`src/mpdma_settings.svh`:
```
// Build-time sizes for the mirror-padding DMA engine
// Bus widths, matrix dimension field, window and block element counts
`ifndef MPDMA_SETTINGS_SVH
`define MPDMA_SETTINGS_SVH

// Byte address width of the AXI ports
`define MPDMA_ADDR_W 32

// One matrix element per bus word
`define MPDMA_DATA_W 32

`define MPDMA_DIM_W 6  // Width field and output block coordinates

// 3x3 source window fetched per block
`define MPDMA_WIN_N 9

// 2x2 output block written per window
`define MPDMA_BLK_N 4

`define MPDMA_WORD_BYTES 4  // Byte stride between elements

`endif

```
`src/mpdma_pkg.sv`:
```
// Shared types for the mirror-padding DMA engine
// Word and coordinate vectors, configuration and position structs,
// AXI payload structs, controller states and the window origin helper
`default_nettype none

`include "mpdma_settings.svh"

package mpdma_pkg;

    typedef logic [`MPDMA_ADDR_W-1:0] addr_t;
    typedef logic [`MPDMA_DATA_W-1:0] data_t;
    typedef logic [`MPDMA_DIM_W-1:0]  dim_t;

    typedef struct packed {
        addr_t src_addr;
        addr_t dst_addr;
        dim_t  mat_width;  // W, even, 2 to 62
    } cfg_t;

    // 0-based output coordinates of the block's top-left word
    typedef struct packed {
        dim_t block_row;
        dim_t block_col;
    } blk_pos_t;

    typedef data_t [`MPDMA_WIN_N-1:0] window_t;  // Element k in row-major order

    typedef struct packed {
        addr_t addr;
    } axi_ar_t;

    typedef struct packed {
        addr_t addr;
    } axi_aw_t;

    typedef struct packed {
        data_t data;
    } axi_w_t;

    typedef enum logic [2:0] {
        IDLE,
        FETCH,
        WRITE,
        STEP,
        DONE
    } ctrl_state_t;

    // 1-based source coordinate one above or left of the window center
    // The last block pulls the window back by one so its mirrored edge stays inside
    function automatic dim_t win_origin(input dim_t block, input dim_t width);
        if (block == width) begin
            return width - dim_t'(1);
        end
        return block;
    endfunction

endpackage

`default_nettype wire

```
`src/mpdma_ctrl.sv`:
```
// Engine controller for the mirror-padding DMA
// Run FSM, configuration capture, 2x2 block stepping and done flag
`timescale 1ns/1ps
`default_nettype none

module mpdma_ctrl (
    input  wire                     clk,
    input  wire                     rst_n,
    input  wire mpdma_pkg::cfg_t    cfg_i,
    input  wire                     start_i,
    input  wire                     fetch_done_i,
    input  wire                     write_done_i,
    output logic                    done_o,
    output mpdma_pkg::cfg_t         cfg_o,
    output mpdma_pkg::blk_pos_t     pos_o,
    output logic                    fetch_req_o,
    output logic                    write_req_o
);

    mpdma_pkg::ctrl_state_t state;
    logic                   start_run;
    logic                   last_col;
    logic                   last_blk;

    assign start_run = (state == mpdma_pkg::IDLE) && start_i;

    // Blocks sit at rows and columns 0, 2, ..., W
    assign last_col = (pos_o.block_col >= cfg_o.mat_width);
    assign last_blk = last_col && (pos_o.block_row == cfg_o.mat_width);

    always_ff @(posedge clk) begin
        if (!rst_n) begin
            state       <= mpdma_pkg::IDLE;
            done_o      <= 1'b1;
            pos_o       <= '0;
            fetch_req_o <= 1'b0;
            write_req_o <= 1'b0;
        end else begin
            fetch_req_o <= 1'b0;  // Requests are single-cycle pulses
            write_req_o <= 1'b0;

            case (state)
                mpdma_pkg::IDLE: begin
                    if (start_i) begin
                        done_o      <= 1'b0;
                        pos_o       <= '0;
                        fetch_req_o <= 1'b1;
                        state       <= mpdma_pkg::FETCH;
                    end
                end

                mpdma_pkg::FETCH: begin
                    if (fetch_done_i) begin
                        write_req_o <= 1'b1;
                        state       <= mpdma_pkg::WRITE;
                    end
                end

                mpdma_pkg::WRITE: begin
                    if (write_done_i) begin
                        state <= mpdma_pkg::STEP;
                    end
                end

                mpdma_pkg::STEP: begin
                    if (last_blk) begin
                        done_o <= 1'b1;
                        state  <= mpdma_pkg::DONE;
                    end else begin
                        if (last_col) begin
                            pos_o.block_col <= '0;  // Wrap to the next block row
                            pos_o.block_row <= pos_o.block_row + mpdma_pkg::dim_t'(2);
                        end else begin
                            pos_o.block_col <= pos_o.block_col + mpdma_pkg::dim_t'(2);
                        end
                        fetch_req_o <= 1'b1;
                        state       <= mpdma_pkg::FETCH;
                    end
                end

                mpdma_pkg::DONE: begin
                    // Hold here until software releases start
                    if (!start_i) begin
                        state <= mpdma_pkg::IDLE;
                    end
                end

                default: begin
                    state <= mpdma_pkg::IDLE;
                end
            endcase
        end
    end

    // Configuration stays fixed for the whole run
    always_ff @(posedge clk) begin
        if (start_run) begin
            cfg_o <= cfg_i;
        end
    end

endmodule

`default_nettype wire

```
`src/mpdma_window_reader.sv`:
```
// Source window fetch for the mirror-padding DMA
// Nine sequential single-beat AXI reads with clamped addresses
// fill a 3x3 window register in row-major order
`timescale 1ns/1ps
`default_nettype none

`include "mpdma_settings.svh"

module mpdma_window_reader (
    input  wire                     clk,
    input  wire                     rst_n,
    input  wire mpdma_pkg::cfg_t    cfg_i,
    input  wire mpdma_pkg::blk_pos_t pos_i,
    input  wire                     fetch_req_i,
    output mpdma_pkg::axi_ar_t      ar_o,
    output logic                    arvalid_o,
    input  wire                     arready_i,
    input  wire mpdma_pkg::data_t   rdata_i,
    input  wire                     rvalid_i,
    output logic                    rready_o,
    output mpdma_pkg::window_t      window_o,
    output logic                    fetch_done_o
);

    localparam int CNT_W     = $clog2(`MPDMA_WIN_N);
    localparam int LAST_ELEM = `MPDMA_WIN_N - 1;

    logic [CNT_W-1:0] elem_cnt;  // Element being fetched
    logic [CNT_W-1:0] elem_row;
    logic [CNT_W-1:0] elem_col;
    mpdma_pkg::dim_t  org_row;
    mpdma_pkg::dim_t  org_col;
    mpdma_pkg::dim_t  src_row;
    mpdma_pkg::dim_t  src_col;
    mpdma_pkg::addr_t row_idx;
    mpdma_pkg::addr_t col_idx;
    logic             ar_fire;
    logic             r_fire;

    // Keeps a 1-based coordinate inside 1..W
    function automatic mpdma_pkg::dim_t clamp_dim(
        input mpdma_pkg::dim_t c,
        input mpdma_pkg::dim_t w
    );
        if (c == '0) begin
            return mpdma_pkg::dim_t'(1);
        end
        if (c > w) begin
            return w;
        end
        return c;
    endfunction

    assign ar_fire = arvalid_o && arready_i;
    assign r_fire  = rready_o && rvalid_i;

    // Address follows elem_cnt, so it is stable while arvalid is high
    always_comb begin
        elem_row = elem_cnt / CNT_W'(3);
        elem_col = elem_cnt % CNT_W'(3);
        org_row  = mpdma_pkg::win_origin(pos_i.block_row, cfg_i.mat_width);
        org_col  = mpdma_pkg::win_origin(pos_i.block_col, cfg_i.mat_width);
        src_row  = clamp_dim(org_row + mpdma_pkg::dim_t'(elem_row), cfg_i.mat_width);
        src_col  = clamp_dim(org_col + mpdma_pkg::dim_t'(elem_col), cfg_i.mat_width);
        row_idx  = mpdma_pkg::addr_t'(src_row - mpdma_pkg::dim_t'(1));
        col_idx  = mpdma_pkg::addr_t'(src_col - mpdma_pkg::dim_t'(1));
        ar_o.addr = cfg_i.src_addr
                  + (row_idx * mpdma_pkg::addr_t'(cfg_i.mat_width) + col_idx)
                  * `MPDMA_WORD_BYTES;
    end

    always_ff @(posedge clk) begin
        if (!rst_n) begin
            elem_cnt     <= '0;
            arvalid_o    <= 1'b0;
            rready_o     <= 1'b0;
            fetch_done_o <= 1'b0;
        end else begin
            fetch_done_o <= 1'b0;

            if (fetch_req_i) begin
                elem_cnt  <= '0;
                arvalid_o <= 1'b1;
                rready_o  <= 1'b1;
            end

            if (ar_fire) begin
                arvalid_o <= 1'b0;
            end

            if (r_fire) begin
                rready_o <= 1'b0;
                if (elem_cnt == CNT_W'(LAST_ELEM)) begin
                    fetch_done_o <= 1'b1;
                end else begin
                    elem_cnt  <= elem_cnt + CNT_W'(1);  // Next element with AR and R together
                    arvalid_o <= 1'b1;
                    rready_o  <= 1'b1;
                end
            end
        end
    end

    // Window holds until the next fetch overwrites it
    always_ff @(posedge clk) begin
        if (r_fire) begin
            window_o[elem_cnt] <= rdata_i;
        end
    end

endmodule

`default_nettype wire

```
`src/mpdma_block_writer.sv`:
```
// Padded block output for the mirror-padding DMA
// Mirror mapping of the four block words onto the window and
// four single-beat AXI writes in TL, TR, BL, BR order
`timescale 1ns/1ps
`default_nettype none

`include "mpdma_settings.svh"

module mpdma_block_writer (
    input  wire                     clk,
    input  wire                     rst_n,
    input  wire mpdma_pkg::cfg_t    cfg_i,
    input  wire mpdma_pkg::blk_pos_t pos_i,
    input  wire mpdma_pkg::window_t window_i,
    input  wire                     write_req_i,
    output mpdma_pkg::axi_aw_t      aw_o,
    output logic                    awvalid_o,
    input  wire                     awready_i,
    output mpdma_pkg::axi_w_t       w_o,
    output logic                    wvalid_o,
    input  wire                     wready_i,
    input  wire                     bvalid_i,
    output logic                    bready_o,
    output logic                    write_done_o
);

    localparam int CNT_W     = $clog2(`MPDMA_BLK_N);
    localparam int LAST_WORD = `MPDMA_BLK_N - 1;
    localparam int IDX_W     = $clog2(`MPDMA_WIN_N);

    logic [CNT_W-1:0] word_cnt;  // Bit 1 selects the row, bit 0 the column
    mpdma_pkg::dim_t  out_row;
    mpdma_pkg::dim_t  out_col;
    mpdma_pkg::dim_t  src_row;
    mpdma_pkg::dim_t  src_col;
    mpdma_pkg::dim_t  org_row;
    mpdma_pkg::dim_t  org_col;
    logic [1:0]       rel_row;
    logic [1:0]       rel_col;
    logic [IDX_W-1:0] win_idx;
    mpdma_pkg::addr_t out_index;
    logic             aw_fire;
    logic             w_fire;
    logic             b_fire;

    // Output coordinate to 1-based source coordinate
    function automatic mpdma_pkg::dim_t mirror_dim(
        input mpdma_pkg::dim_t c,
        input mpdma_pkg::dim_t w
    );
        if (c == '0) begin
            return mpdma_pkg::dim_t'(2);
        end
        if (c == w + mpdma_pkg::dim_t'(1)) begin
            return w - mpdma_pkg::dim_t'(1);
        end
        return c;
    endfunction

    assign aw_fire = awvalid_o && awready_i;
    assign w_fire  = wvalid_o && wready_i;
    assign b_fire  = bready_o && bvalid_i;

    always_comb begin
        out_row = pos_i.block_row + mpdma_pkg::dim_t'(word_cnt[1]);
        out_col = pos_i.block_col + mpdma_pkg::dim_t'(word_cnt[0]);
        src_row = mirror_dim(out_row, cfg_i.mat_width);
        src_col = mirror_dim(out_col, cfg_i.mat_width);
        org_row = mpdma_pkg::win_origin(pos_i.block_row, cfg_i.mat_width);
        org_col = mpdma_pkg::win_origin(pos_i.block_col, cfg_i.mat_width);

        // Offset from the window's top-left element is always 0 to 2
        rel_row = 2'(src_row - org_row);
        rel_col = 2'(src_col - org_col);
        win_idx = IDX_W'(rel_row) * IDX_W'(3) + IDX_W'(rel_col);

        out_index = mpdma_pkg::addr_t'(out_row)
                  * (mpdma_pkg::addr_t'(cfg_i.mat_width) + mpdma_pkg::addr_t'(2))
                  + mpdma_pkg::addr_t'(out_col);
        aw_o.addr = cfg_i.dst_addr + out_index * `MPDMA_WORD_BYTES;
        w_o.data  = window_i[win_idx];
    end

    always_ff @(posedge clk) begin
        if (!rst_n) begin
            word_cnt     <= '0;
            awvalid_o    <= 1'b0;
            wvalid_o     <= 1'b0;
            bready_o     <= 1'b0;
            write_done_o <= 1'b0;
        end else begin
            write_done_o <= 1'b0;

            if (write_req_i) begin
                word_cnt  <= '0;
                awvalid_o <= 1'b1;  // First AW on the next cycle
            end

            if (aw_fire) begin
                awvalid_o <= 1'b0;
                wvalid_o  <= 1'b1;
                bready_o  <= 1'b1;
            end

            if (w_fire) begin
                wvalid_o <= 1'b0;
            end

            // Response closes the word
            if (b_fire) begin
                bready_o <= 1'b0;
                if (word_cnt == CNT_W'(LAST_WORD)) begin
                    write_done_o <= 1'b1;
                end else begin
                    word_cnt  <= word_cnt + CNT_W'(1);
                    awvalid_o <= 1'b1;
                end
            end
        end
    end

endmodule

`default_nettype wire

```
`src/mpdma_top.sv`:
```
// Top level of the mirror-padding DMA engine
// Controller, window reader and block writer on single-beat AXI channels
`timescale 1ns/1ps
`default_nettype none

module mpdma_top (
    input  wire                     clk,
    input  wire                     rst_n,

    input  wire mpdma_pkg::cfg_t    cfg_i,
    input  wire                     start_i,
    output logic                    done_o,

    // AR and R channels
    output mpdma_pkg::axi_ar_t      ar_o,
    output logic                    arvalid_o,
    input  wire                     arready_i,
    input  wire mpdma_pkg::data_t   rdata_i,
    input  wire                     rvalid_i,
    output logic                    rready_o,

    // AW, W and B channels
    output mpdma_pkg::axi_aw_t      aw_o,
    output logic                    awvalid_o,
    input  wire                     awready_i,
    output mpdma_pkg::axi_w_t       w_o,
    output logic                    wvalid_o,
    input  wire                     wready_i,
    input  wire                     bvalid_i,
    output logic                    bready_o
);

    mpdma_pkg::cfg_t     cfg;
    mpdma_pkg::blk_pos_t pos;
    mpdma_pkg::window_t  window;
    logic                fetch_req;
    logic                fetch_done;
    logic                write_req;
    logic                write_done;

    mpdma_ctrl i_mpdma_ctrl (
        .clk          (clk),
        .rst_n        (rst_n),
        .cfg_i        (cfg_i),
        .start_i      (start_i),
        .fetch_done_i (fetch_done),
        .write_done_i (write_done),
        .done_o       (done_o),
        .cfg_o        (cfg),
        .pos_o        (pos),
        .fetch_req_o  (fetch_req),
        .write_req_o  (write_req)
    );

    mpdma_window_reader i_mpdma_window_reader (
        .clk          (clk),
        .rst_n        (rst_n),
        .cfg_i        (cfg),
        .pos_i        (pos),
        .fetch_req_i  (fetch_req),
        .ar_o         (ar_o),
        .arvalid_o    (arvalid_o),
        .arready_i    (arready_i),
        .rdata_i      (rdata_i),
        .rvalid_i     (rvalid_i),
        .rready_o     (rready_o),
        .window_o     (window),
        .fetch_done_o (fetch_done)
    );

    mpdma_block_writer i_mpdma_block_writer (
        .clk          (clk),
        .rst_n        (rst_n),
        .cfg_i        (cfg),
        .pos_i        (pos),
        .window_i     (window),
        .write_req_i  (write_req),
        .aw_o         (aw_o),
        .awvalid_o    (awvalid_o),
        .awready_i    (awready_i),
        .w_o          (w_o),
        .wvalid_o     (wvalid_o),
        .wready_i     (wready_i),
        .bvalid_i     (bvalid_i),
        .bready_o     (bready_o),
        .write_done_o (write_done)
    );

endmodule

`default_nettype wire

```
`config.mk`:
```
export PLATFORM = sky130hd
export DESIGN_NAME = mpdma_top
export DESIGN_NICKNAME = d
export VERILOG_FILES = /design/src/mpdma_pkg.sv /design/src/mpdma_ctrl.sv /design/src/mpdma_window_reader.sv /design/src/mpdma_block_writer.sv /design/src/mpdma_top.sv
export VERILOG_INCLUDE_DIRS = /design/src
export SDC_FILE = /design/constraint.sdc
export NUM_CORES = 1
export LEC_CHECK = 0
export ABC_CLOCK_PERIOD_IN_PS = 12500
export BUFFER_PORTS_ARGS = -buffer_cell sky130_fd_sc_hd__buf_4
export CAP_MARGIN = 25
export CORE_AREA = 5 5 209 211
export DETAILED_ROUTE_END_ITERATION = 6
export DIE_AREA = 0 0 214 216
export PLACE_DENSITY = 0.77
export SYNTH_ARGS = -nofsm -noshare
export SYNTH_HDL_FRONTEND = slang
export SYNTH_SLANG_ARGS = --single-unit
```
`constraint.sdc`:
```
create_clock -name clk -period 12.5 [get_ports clk]
set_input_delay 2.5 -clock clk [delete_from_list [all_inputs] [get_ports clk]]
set_output_delay 2.5 -clock clk [all_outputs]
set_load 0.02 [all_outputs]
```
==> metrics.md <==
| Metric | Value |
|---|---|
| First-pass GRT wire length | `84,910 um` |
| Routed wire length | `53,450 um` |
| YS warnings | `0` |
| Most used DFF post-synth | `edfxtp_1` |
| Clock latency on the worst-skew pair | `0.56 ns` |
| GRT overflow | `0` |
| Post-synthesis compound-gate area fraction | `8.303%` |
| Failing checks | `setup timing` |
| Critical path depth | `50` |
| Power density over the cells | `271.3 mW/mm^2` |
| Post-synth EDFFs | `358` |
| Worst Path Buf+Inv | `8` |
| Finish-stage setup viols | `15` |
| Worst slew margin | `31.27%` |
| Yosys reg bits | `387` |
| Layout cells sized above 1 | `30.14%` |
| Max FO, Critical Path | `4` |
| Hold Path Depth | `2` |
| Port bufs | `211` |
| Top-area cell type share of the netlist area | `47.85%` |
| H-tree depth reported by CTS | `2` |
| Largest area contributor in the netlist | `edfxtp_1` |
| Routed vias/inst | `5.697` |
| Fin crit period | `13.03 ns` |
| Final Hold Fails | `0` |
| Rows | `75` |
| Worst Hold Launch | `i_mpdma_ctrl.state[2]` |
| Adder-cell share of the synthesized area | `14.56%` |
| Total CTS buffers | `41` |
| Final worst slack | `-0.5272 ns` |
| Sequential fraction of the synthesis area | `50.43%` |
| Multiplexer share of the synthesized area | `8.598%` |
| Critical Path Max Stage Delay | `0.50 ns` |
| XOR/XNOR share of the synthesized area | `5.040%` |
| FF-to-FF setup slack | `9.01 ns` |
| Finished Core Util | `67.10%` |
| Syn Inst Count | `1,758` |
| Largest net degree at the start of global routing | `66` |
| FF-to-FF Start | `i_mpdma_ctrl.cfg_o[4]` |
| Clock sinks | `387` |
| Maximum vdd drop | `386.0 uV` |
| Highest-delay cell along the critical path | `fa_1` |
| Cell area after synthesis | `0.02247 mm^2` |
| Die Span X | `214 um` |
| Top post-synthesis cells by area | `edfxtp_1 48%, ha_1 8.0%, fa_1 6.6%, mux4_2 6.4%, xnor2_1 3.2%` |
| Core Region | `0.04157 mm^2` |
| Initial detailed-routing violation count | `971` |
| Clock buffer depth | `3` |
| Main combinational cell family by area after synthesis | `adder cells` |
| Async SR Flop Fraction | `0%` |
| Root buffer cell | `clkbuf_16` |
| Final ANT Viol Nets | `0` |
| Clock-pin slew on the worst setup and hold paths | `0.06 ns` |
| RSZ-0062 raised after global routing | `yes` |
| Final worst path period share | `104.2%` |
| DR vias | `15.22k` |
| Die Area | `0.04622 mm^2` |
| Initial antenna violation count | `2` |
| Vias in the first global route | `15.84k` |
| CTS tree | `built` |
| # IOs | `212` |
| Post-Syn Area per Cell | `12.78 um^2` |
| Design Power | `0.007569 W` |
| Clock skew | `0.01685 ns` |
| Crit-path leading delay family | `adder cells` |
| Global Route Usage Sum | `22.70%` |
| Post-DP HPWL | `35,250 um` |
| Simple-Gate Fraction of Synth Area | `9.473%` |
| Worst-Margin Slew | `1.031 ns` |
| Initial Util | `54.05%` |
| Critical Path RT | `10.00 ns` |
| WS Path Type | `reg -> out` |
| Slew Limit Fails | `0` |
| FF-to-FF path depth | `11` |
| Worst setup SP type | `flop` |
| Crit end category | `primary output` |
| Static leakage | `11.22 nW` |
| Die Y-Extent | `216 um` |
| P&R area growth vs syn | `24.16%` |
| R2R Path End | `i_mpdma_ctrl.pos_o[4]` |
| Drt first pass iters | `5` |
| RD Place Congestion | `0.8852` |
| Fillers | `2,936` |
| Nets | `2,426` |
| Hold WC Path Type | `reg -> reg` |
| Status | `complete, but fails checks` |
| Mean routed wirelength per cell | `20.00 um` |
| DRC errors left | `0` |
| Yosys cell types | `85` |
| Fmax | `76.76 MHz` |
| WHS Endpoint | `i_mpdma_ctrl.state[2]` |
| Max-Cap Viols | `0` |
| CP Data Arrival Time | `10.53 ns` |
-- state kept, by name, indices dropped and copies added (netlist names) --
name / cells
i_mpdma_block_writer.awvalid_o: 1
i_mpdma_block_writer.bready_o: 1
i_mpdma_block_writer.word_cnt: 2
i_mpdma_block_writer.write_done_o: 1
i_mpdma_block_writer.wvalid_o: 1
i_mpdma_ctrl.cfg_o: 70
i_mpdma_ctrl.done_o: 1
i_mpdma_ctrl.fetch_req_o: 1
i_mpdma_ctrl.pos_o: 10
i_mpdma_ctrl.state: 3
i_mpdma_ctrl.write_req_o: 1
i_mpdma_window_reader.arvalid_o: 1
i_mpdma_window_reader.elem_cnt: 4
i_mpdma_window_reader.fetch_done_o: 1
i_mpdma_window_reader.rready_o: 1
i_mpdma_window_reader.window_o: 288
-- timing repair --
item / CTS / global route
hold buffers: 0 / 0
endpoints found under the setup margin: 20 / 21
setup buffers: 24 / 18
resized for setup: 84 / 62
pin swaps: 47 / 57
-- worst max path at each step --
stage | endpoint | from | slack, ns
floorplan | ar_o[30] | i_mpdma_ctrl.cfg_o[1] | -0.04
global placement | ar_o[29] | i_mpdma_window_reader.elem_cnt[2] | -0.10
detailed placement | ar_o[29] | i_mpdma_window_reader.elem_cnt[2] | -0.38
CTS | ar_o[26] | i_mpdma_ctrl.cfg_o[1] | -0.52
global route | ar_o[26] | i_mpdma_window_reader.elem_cnt[2] | -0.98
finish | ar_o[26] | i_mpdma_window_reader.elem_cnt[2] | -0.53
-- layout by cell type, fill, tap and decap left out, types with 12 or more instances in the layout --
cell type  count
nand3_1       30
fa_1          71
dfxtp_1       27
inv_1        125
a21oi_2       20
edfxtp_1     358
nand4_1       16
buf_6         12
ha_1         124
xnor2_1       74
nand2_1      115
a21oi_1       57
xor2_1        40
ha_4          16
inv_2         14
o21ai_2       13
o21a_1        15
nand2b_1      21
a21o_1        22
nor3_1        12
mux2i_1       42
and2_1        39
mux4_2        64
nor2b_1       21
clkbuf_16     42
and3_1        20
nor2_1        65
conb_1        12
o21ai_0       76
buf_4        330
-- area by class of cell --
| class | count | area (um^2) | share of cell area [%] |
|---|---|---|---|
| antenna | 3 | 7.507 | 0.02691 |
| timing repair buffer | 345 | 2680 | 9.608 |
| tap | 539 | 674.4 | 2.418 |
| multi-input combinational | 1182 | 11190 | 40.13 |
| clock buffer | 43 | 1055 | 3.781 |
| inverter | 142 | 540.5 | 1.938 |
| clock inverter | 31 | 409.1 | 1.467 |
| sequential | 387 | 11340 | 40.64 |
-- cell usage after synthesis, drive strengths merged (3+ instances only) --
cell and count:
dfxtp 29, and2 44, or3 5, a211o 3
xnor2 84, o21ai 100, a31oi 10, nand2b 21
o21bai 12, mux2i 43, ha 143, a211oi 8
nand3 33, a21o 22, o211ai 4, mux2 5
o21a 15, nor2b 25, and4 5, inv 142
a21oi 79, o211a 4, nor3 13, mux4 64
nand3b 7, nand2 120, a21boi 16, nor2 76
xor2 41, clkbuf 36, nand4 16, o31ai 3
buf 22, or2 6, nor4 7, fa 74
and3 26, nor3b 3, edfxtp 358
-- worst register-to-register path: cells and delay by family, from the launching register on --
kind,cells,cell delay (ns)
flops,1,0.47
compound gates,1,0.29
fa+ha+maj,1,0.30
xor+xnor,1,0.17
simple gates,6,1.72
buf+inv,2,0.47
-- layer usage --
layer | global-route usage [%] | vias up | wire (um)
li1 | - | 7105 | -
met1 | 28.07 | 7605 | 21140
met2 | 41.00 | 399 | 28150
met3 | 4.050 | 114 | 2712
met4 | 6.850 | 0 | 1456
met5 | 0 | - | 0
-- power by group --
group	internal, W	leakage (nW)	switching, W	total (W)
clock	0.000804	0.719	0.000511	0.00132
combinational	0.00228	7.00	0.00253	0.00480
sequential	0.00144	3.50	0.0000119	0.00145
-- kinds of logic after synthesis --
| family | after synthesis |
|---|---|
| buffers and inverters | 200 |
| and+or+nand+nor | 417 |
| DFF | 387 |
| other | 1 |
| muxes | 112 |
| adders and majority gates | 217 |
| xor gates and xnor gates | 126 |
| AOI/OAI and AO/OA | 298 |
-- through the flow --
| stage | area, um^2 | hold slack, ns | setup WS [ns] | TNS (ns) | cells |
|---|---|---|---|---|---|
| after floorplan | 22750 | 0.4685 | -0.04281 | -0.09652 | 1769 |
| after global routing | 27890 | 0.5477 | -0.9818 | -11.65 | 2671 |
| after global placement | 25450 | 0.4630 | -0.1020 | -0.3432 | 2552 |
| after CTS | 27390 | 0.5101 | -0.5162 | -3.928 | 2649 |
| final | 27900 | 0.5127 | -0.5272 | -4.242 | 2672 |
| after detailed placement | 25450 | 0.4957 | -0.3773 | -2.230 | 2552 |
Note: power is estimated with default switching activity, not from simulation.
